## src/common/cache_pkg.sv

```systemverilog
// ----------------------------------------
// cache package: widths, address views,
// request codes and execute states
// ----------------------------------------
package cache_pkg;

  localparam int ADDR_W = 64;
  localparam int DATA_W = 64;
  localparam int LINE_W = 512;       // eight words per line
  localparam int OFFS_W = 3;         // word within line
  localparam int IDX_W  = 6;         // room for 64 sets
  localparam int TAG_W  = ADDR_W - IDX_W - OFFS_W - 3;

  localparam logic OP_READ  = 1'b0;
  localparam logic OP_WRITE = 1'b1;

  // upper half of every exerciser write word
  localparam logic [DATA_W-1:0] PATTERN_HI = 64'h01234567_0000_0000;

  typedef struct packed {
    logic [TAG_W-1:0]  tag;
    logic [IDX_W-1:0]  index;
    logic [OFFS_W-1:0] offset;
    logic [2:0]        byte_sel;   // always zero, word aligned
  } cache_addr_fields_t;

  typedef union packed {
    logic [ADDR_W-1:0]  raw;
    cache_addr_fields_t f;
  } cache_addr_u;

  typedef enum logic [2:0] {
    ST_IDLE,
    ST_LOOKUP,
    ST_WRITE_BACK,
    ST_FILL,
    ST_UPDATE
  } cache_state_e;

endpackage

```

## src/design/cache_exerciser.sv

```systemverilog
// ----------------------------------------
// cache traffic exerciser: write/read-back
// sweep then full read pass, with check
// ----------------------------------------
`timescale 1ns/1ps

module cache_exerciser import cache_pkg::*; #(
  parameter logic [ADDR_W-1:0] BASE_ADDR = 64'h0000_0000_8000_0000,
  parameter int                NUM_WORDS = 512,
  parameter int                GAP       = 5
) (
  input  logic              clk,
  input  logic              rst,
  input  logic              i_start,
  output logic              o_req,
  output logic              o_op,
  output logic [ADDR_W-1:0] o_addr,
  output logic [DATA_W-1:0] o_wdata,
  input  logic [DATA_W-1:0] i_rdata,
  input  logic              i_ack,
  output logic              o_busy,
  output logic              o_done,
  output logic              o_error,
  output logic [ADDR_W-1:0] o_err_addr
);

  localparam int                CNT_W     = $clog2(GAP + 2);
  localparam logic [ADDR_W-1:0] LAST_ADDR = BASE_ADDR + ADDR_W'(8 * (NUM_WORDS - 1));

  logic [CNT_W-1:0] gap_cnt;
  logic             pass2;       // read-only sweep
  logic             hs;
  logic             mismatch;
  logic             last_word;

  assign o_wdata   = PATTERN_HI | o_addr;   // also the expected read data
  assign hs        = o_req && i_ack;
  assign mismatch  = (o_op == OP_READ) && (i_rdata != o_wdata);
  assign last_word = (o_addr == LAST_ADDR);

  always_ff @(posedge clk) begin
    if (rst) begin
      o_req   <= 1'b0;
      o_op    <= OP_WRITE;
      o_addr  <= BASE_ADDR;
      o_busy  <= 1'b0;
      o_done  <= 1'b0;
      o_error <= 1'b0;
      pass2   <= 1'b0;
      gap_cnt <= '0;
    end else if (!o_busy) begin
      if (i_start) begin
        o_busy  <= 1'b1;
        o_done  <= 1'b0;
        o_error <= 1'b0;
        o_op    <= OP_WRITE;
        o_addr  <= BASE_ADDR;
        pass2   <= 1'b0;
        gap_cnt <= '0;
      end
    end else if (hs) begin
      o_req   <= 1'b0;
      gap_cnt <= '0;
      if (mismatch) begin
        o_error <= 1'b1;    // stop on the first bad word
        o_busy  <= 1'b0;
      end else if (o_op == OP_WRITE) begin
        o_op <= OP_READ;    // read back the same word
      end else if (!last_word) begin
        o_addr <= o_addr + 64'd8;
        o_op   <= pass2 ? OP_READ : OP_WRITE;
      end else if (!pass2) begin
        pass2  <= 1'b1;
        o_addr <= BASE_ADDR;
      end else begin
        o_done <= 1'b1;
        o_busy <= 1'b0;
      end
    end else if (!o_req) begin
      // idle gap before each request
      if (gap_cnt >= CNT_W'(GAP))
        o_req <= 1'b1;
      else
        gap_cnt <= gap_cnt + 1'b1;
    end
  end

  always_ff @(posedge clk) begin
    if (o_busy && hs && mismatch)
      o_err_addr <= o_addr;
  end

endmodule

```

## config.mk

```make
export PLATFORM = sky130hd
export DESIGN_NAME = cache_exerciser
export DESIGN_NICKNAME = d
export VERILOG_FILES = /design/src/common/cache_pkg.sv /design/src/design/cache_exerciser.sv
export SDC_FILE = /design/constraint.sdc
export NUM_CORES = 1
export LEC_CHECK = 0
export ABC_AREA = 1
export BUFFER_PORTS_ARGS = -buffer_cell sky130_fd_sc_hd__buf_2
export CORE_MARGIN = 1
export CORE_UTILIZATION = 54
export CTS_BUF_LIST = sky130_fd_sc_hd__clkbuf_4
export CTS_CLUSTER_DIAMETER = 120
export DETAILED_ROUTE_END_ITERATION = 10
export GPL_TIMING_DRIVEN = 1
export PLACE_DENSITY = 0.82
export RECOVER_POWER = 50
export SETUP_SLACK_MARGIN = 0.1
export SYNTH_ARGS = -nofsm -noshare
export SYNTH_HDL_FRONTEND = slang
export SYNTH_SLANG_ARGS = --single-unit
```

## constraint.sdc

```tcl
create_clock -name clk -period 3.9 [get_ports clk]
set_input_delay 0.39 -clock clk [delete_from_list [all_inputs] [get_ports clk]]
set_output_delay 0.39 -clock clk [all_outputs]
set_load 0.02 [all_outputs]
```

==> qor.csv <==
metric,value,unit
fin crit period,3.03,ns
Die W,128,um
"commonest non-fill, non-tap cell in the layout",nand2_1,
Worst-Skew Late Latency,0.58,ns
routed wire length,29000,um
hold slack,0.182,ns
synthesis-stage register bit count,131,
Clock Skew,0.0182,ns
DR vias/cell,5.39,
antenna-violating nets left,0,
H-tree depth,4,
Hold WC Path Type,in2reg,
total CTS buffers,17,
initial core utilization,0.561,
DRC,0,
first-pass GRT wire length,44000,um
Pint,2.23,mW
clock share of power,0.278,
Initial DRC Count,1039,
WL per Instance,16.8,um
area of the multi-input gates,0.00416,mm2
vias in the first global route,8236,
Max Slew Vio Count,0,
clock root buffer,clkbuf_4,
critical path data arrival time,3.51,ns
pwr dens,367,mW/mm2
CTS Hold Bufs,0,
CP Launch Type,flop,
post-DP HPWL,21400,um
Final Cycle Share,0.777,
number of top-level pins,265,
post_cts resized,0,
relative slew slack,0.278,
Reg power frac,0.467,
Setup crit end kind,flop,
largest net degree at the start of global routing,56,
Filler Cell Count,1572,
Setup CP Type,reg2reg,
Fin. Hold Viols,0,
Clock Tree Buf Depth,2,
Total GRT Usage,0.354,
Util after Layout,0.632,
ratio of cells with drive above 1 in the final layout,0.125,
Max-Cap Viols,0,
area added between synthesis and finish,12.7,%
Leakage,4.38,nW
Routability Congestion,1.00,
sequential area share after synthesis,0.375,
# nets final,1573,
flip-flop and latch area,0.00323,mm2
grt ovf,0,
max frequency,0.330,GHz
CTS tree,done,
Finish-stage setup viols,0,
Mapped Area,0.00862,mm2
die area,0.0165,mm2
DRT Pass-1 Iters,6,
clk slew on worst S/H paths,0.12,ns
port bufs,243,
synth warn,0,
Post-CTS Setup Repair Bufs,0,
Worst-Margin Slew,1.08,ns
sw frac,0.373,
setup_tns,0,ns
critical-path maximum fanout,38,
status,completed,
most frequent cells in the layout,"nand2_1, nor2_1, inv_1",
die height,128,um
RSZ-0062 raised after global routing,no,
Post-Syn Area per Cell,6.54,um2
post-synthesis instance total,1319,
Comb pwr share,0.255,
Worst EP required,4.38,ns
initial antenna violation count,1,
routed vias,9315,
Max rail drop VDD,0.321,mV
num rows,45,
"Distinct cells, synth",29,
switching pwr,1.33,mW
core outline area,0.0154,mm2
clock sinks,131,
## worst paths after layout
path,from,end,slack (ns),depth (start not counted)
max,o_addr[57]$_SDFFE_PP0P_,o_addr[30]$_SDFFE_PP0P_,0.87,15
min,i_start,o_error$_SDFFE_PP0P_,0.18,4
max reg2reg,o_addr[57]$_SDFFE_PP0P_,o_addr[30]$_SDFFE_PP0P_,0.87,15
min reg2reg,o_done$_SDFFE_PP0P_,o_done$_SDFFE_PP0P_,0.46,2
## layer usage
metal / part of all wire / GRT usage / vias up
li1: - / - / 4475
met3: 0.084 / 0.0753 / 64
met5: 0 / 0 / -
met2: 0.47 / 0.577 / 487
met4: 0.031 / 0.147 / 0
met1: 0.41 / 0.456 / 4289
## critical path, stage by stage (launching register included)
cell	delay, ns
dfxtp_1	0.59
inv_1	0.23
nand2_1	0.10
nand2_1	0.08
nor2_1	0.11
nand2_1	0.06
nor2_1	0.21
nand2_1	0.14
nor2_1	0.11
nand2_1	0.13
nand3_2	0.12
buf_4	0.24
buf_4	0.45
nand4_1	0.16
nand2_1	0.11
nor2_1	0.06
## sequential cells by signal (all words and copies together), names as in the netlist
register,flops
pass2,1
o_error,1
o_addr,61
o_busy,1
o_err_addr,61
gap_cnt,3
o_op,1
o_done,1
o_req,1
## final cells by class
| cell class | count | share of cell area |
|---|---|---|
| diodes | 1 | 0.000258 |
| clock buffers | 18 | 0.0139 |
| clock inverters | 14 | 0.0167 |
| inverters | 161 | 0.0622 |
| multi-input cells | 936 | 0.428 |
| flip-flops and latches | 131 | 0.333 |
| well taps | 211 | 0.0272 |
| repair buffers | 255 | 0.119 |
## through the flow
stage                     worst slack (ns)  std cells  area, um2  power (mW)
after detailed placement              1.01       1694       9580        2.60
after CTS                            0.955       1726       9870        3.57
after global routing                 0.732       1727       9720        3.75
final                                0.869       1727       9720        3.56
after floorplan                      0.632       1338       8690        2.37
after global placement                1.02       1694       9580        2.58
## synth_stat cells
cell type | count | area share
nand2_1 | 416 | 0.18
nor2_1 | 222 | 0.097
inv_1 | 151 | 0.066
nand4_1 | 100 | 0.073
buf_4 | 72 | 0.063
nand3_1 | 71 | 0.041
dfxtp_1 | 70 | 0.16
edfxtp_1 | 61 | 0.21
a21oi_1 | 26 | 0.015
nor3_1 | 19 | 0.011
buf_2 | 18 | 0.010
clkbuf_1 | 14 | 0.0061
or2_2 | 12 | 0.0087
xnor2_1 | 12 | 0.012
xor2_1 | 12 | 0.012
inv_2 | 10 | 0.0044
o21ai_0 | 10 | 0.0058
buf_1 | 6 | 0.0026
and2_1 | 3 | 0.0022
ha_1 | 3 | 0.0044
a211oi_1 | 2 | 0.0017
conb_1 | 2 | 0.00087
and2_2 | 1 | 0.00087
nand3_2 | 1 | 0.0012
nand3_4 | 1 | 0.0020
nand3b_1 | 1 | 0.00087
nor2_2 | 1 | 0.00073
nor4_1 | 1 | 0.00073
o21a_1 | 1 | 0.00087
## kinds of logic after synthesis
family / count (synthesis) / share of synthesized area
compound gates: 39 / 0.0235
other cells: 2 / 0.000871
flops: 131 / 0.375
simple gates: 849 / 0.420
buf+inv: 271 / 0.152
xor+xnor: 24 / 0.0244
fa+ha+maj: 3 / 0.00435
## power by group through the flow
stage	clock (mW)	sequential (mW)	combinational, mW
detailed placement	0	1.69	0.915
global route	1.07	1.67	1.00
finish	0.990	1.66	0.908
floorplan	0	1.71	0.655
CTS	0.996	1.66	0.919
global placement	0	1.68	0.897
No activity file was read; power rests on OpenSTA's default activity.
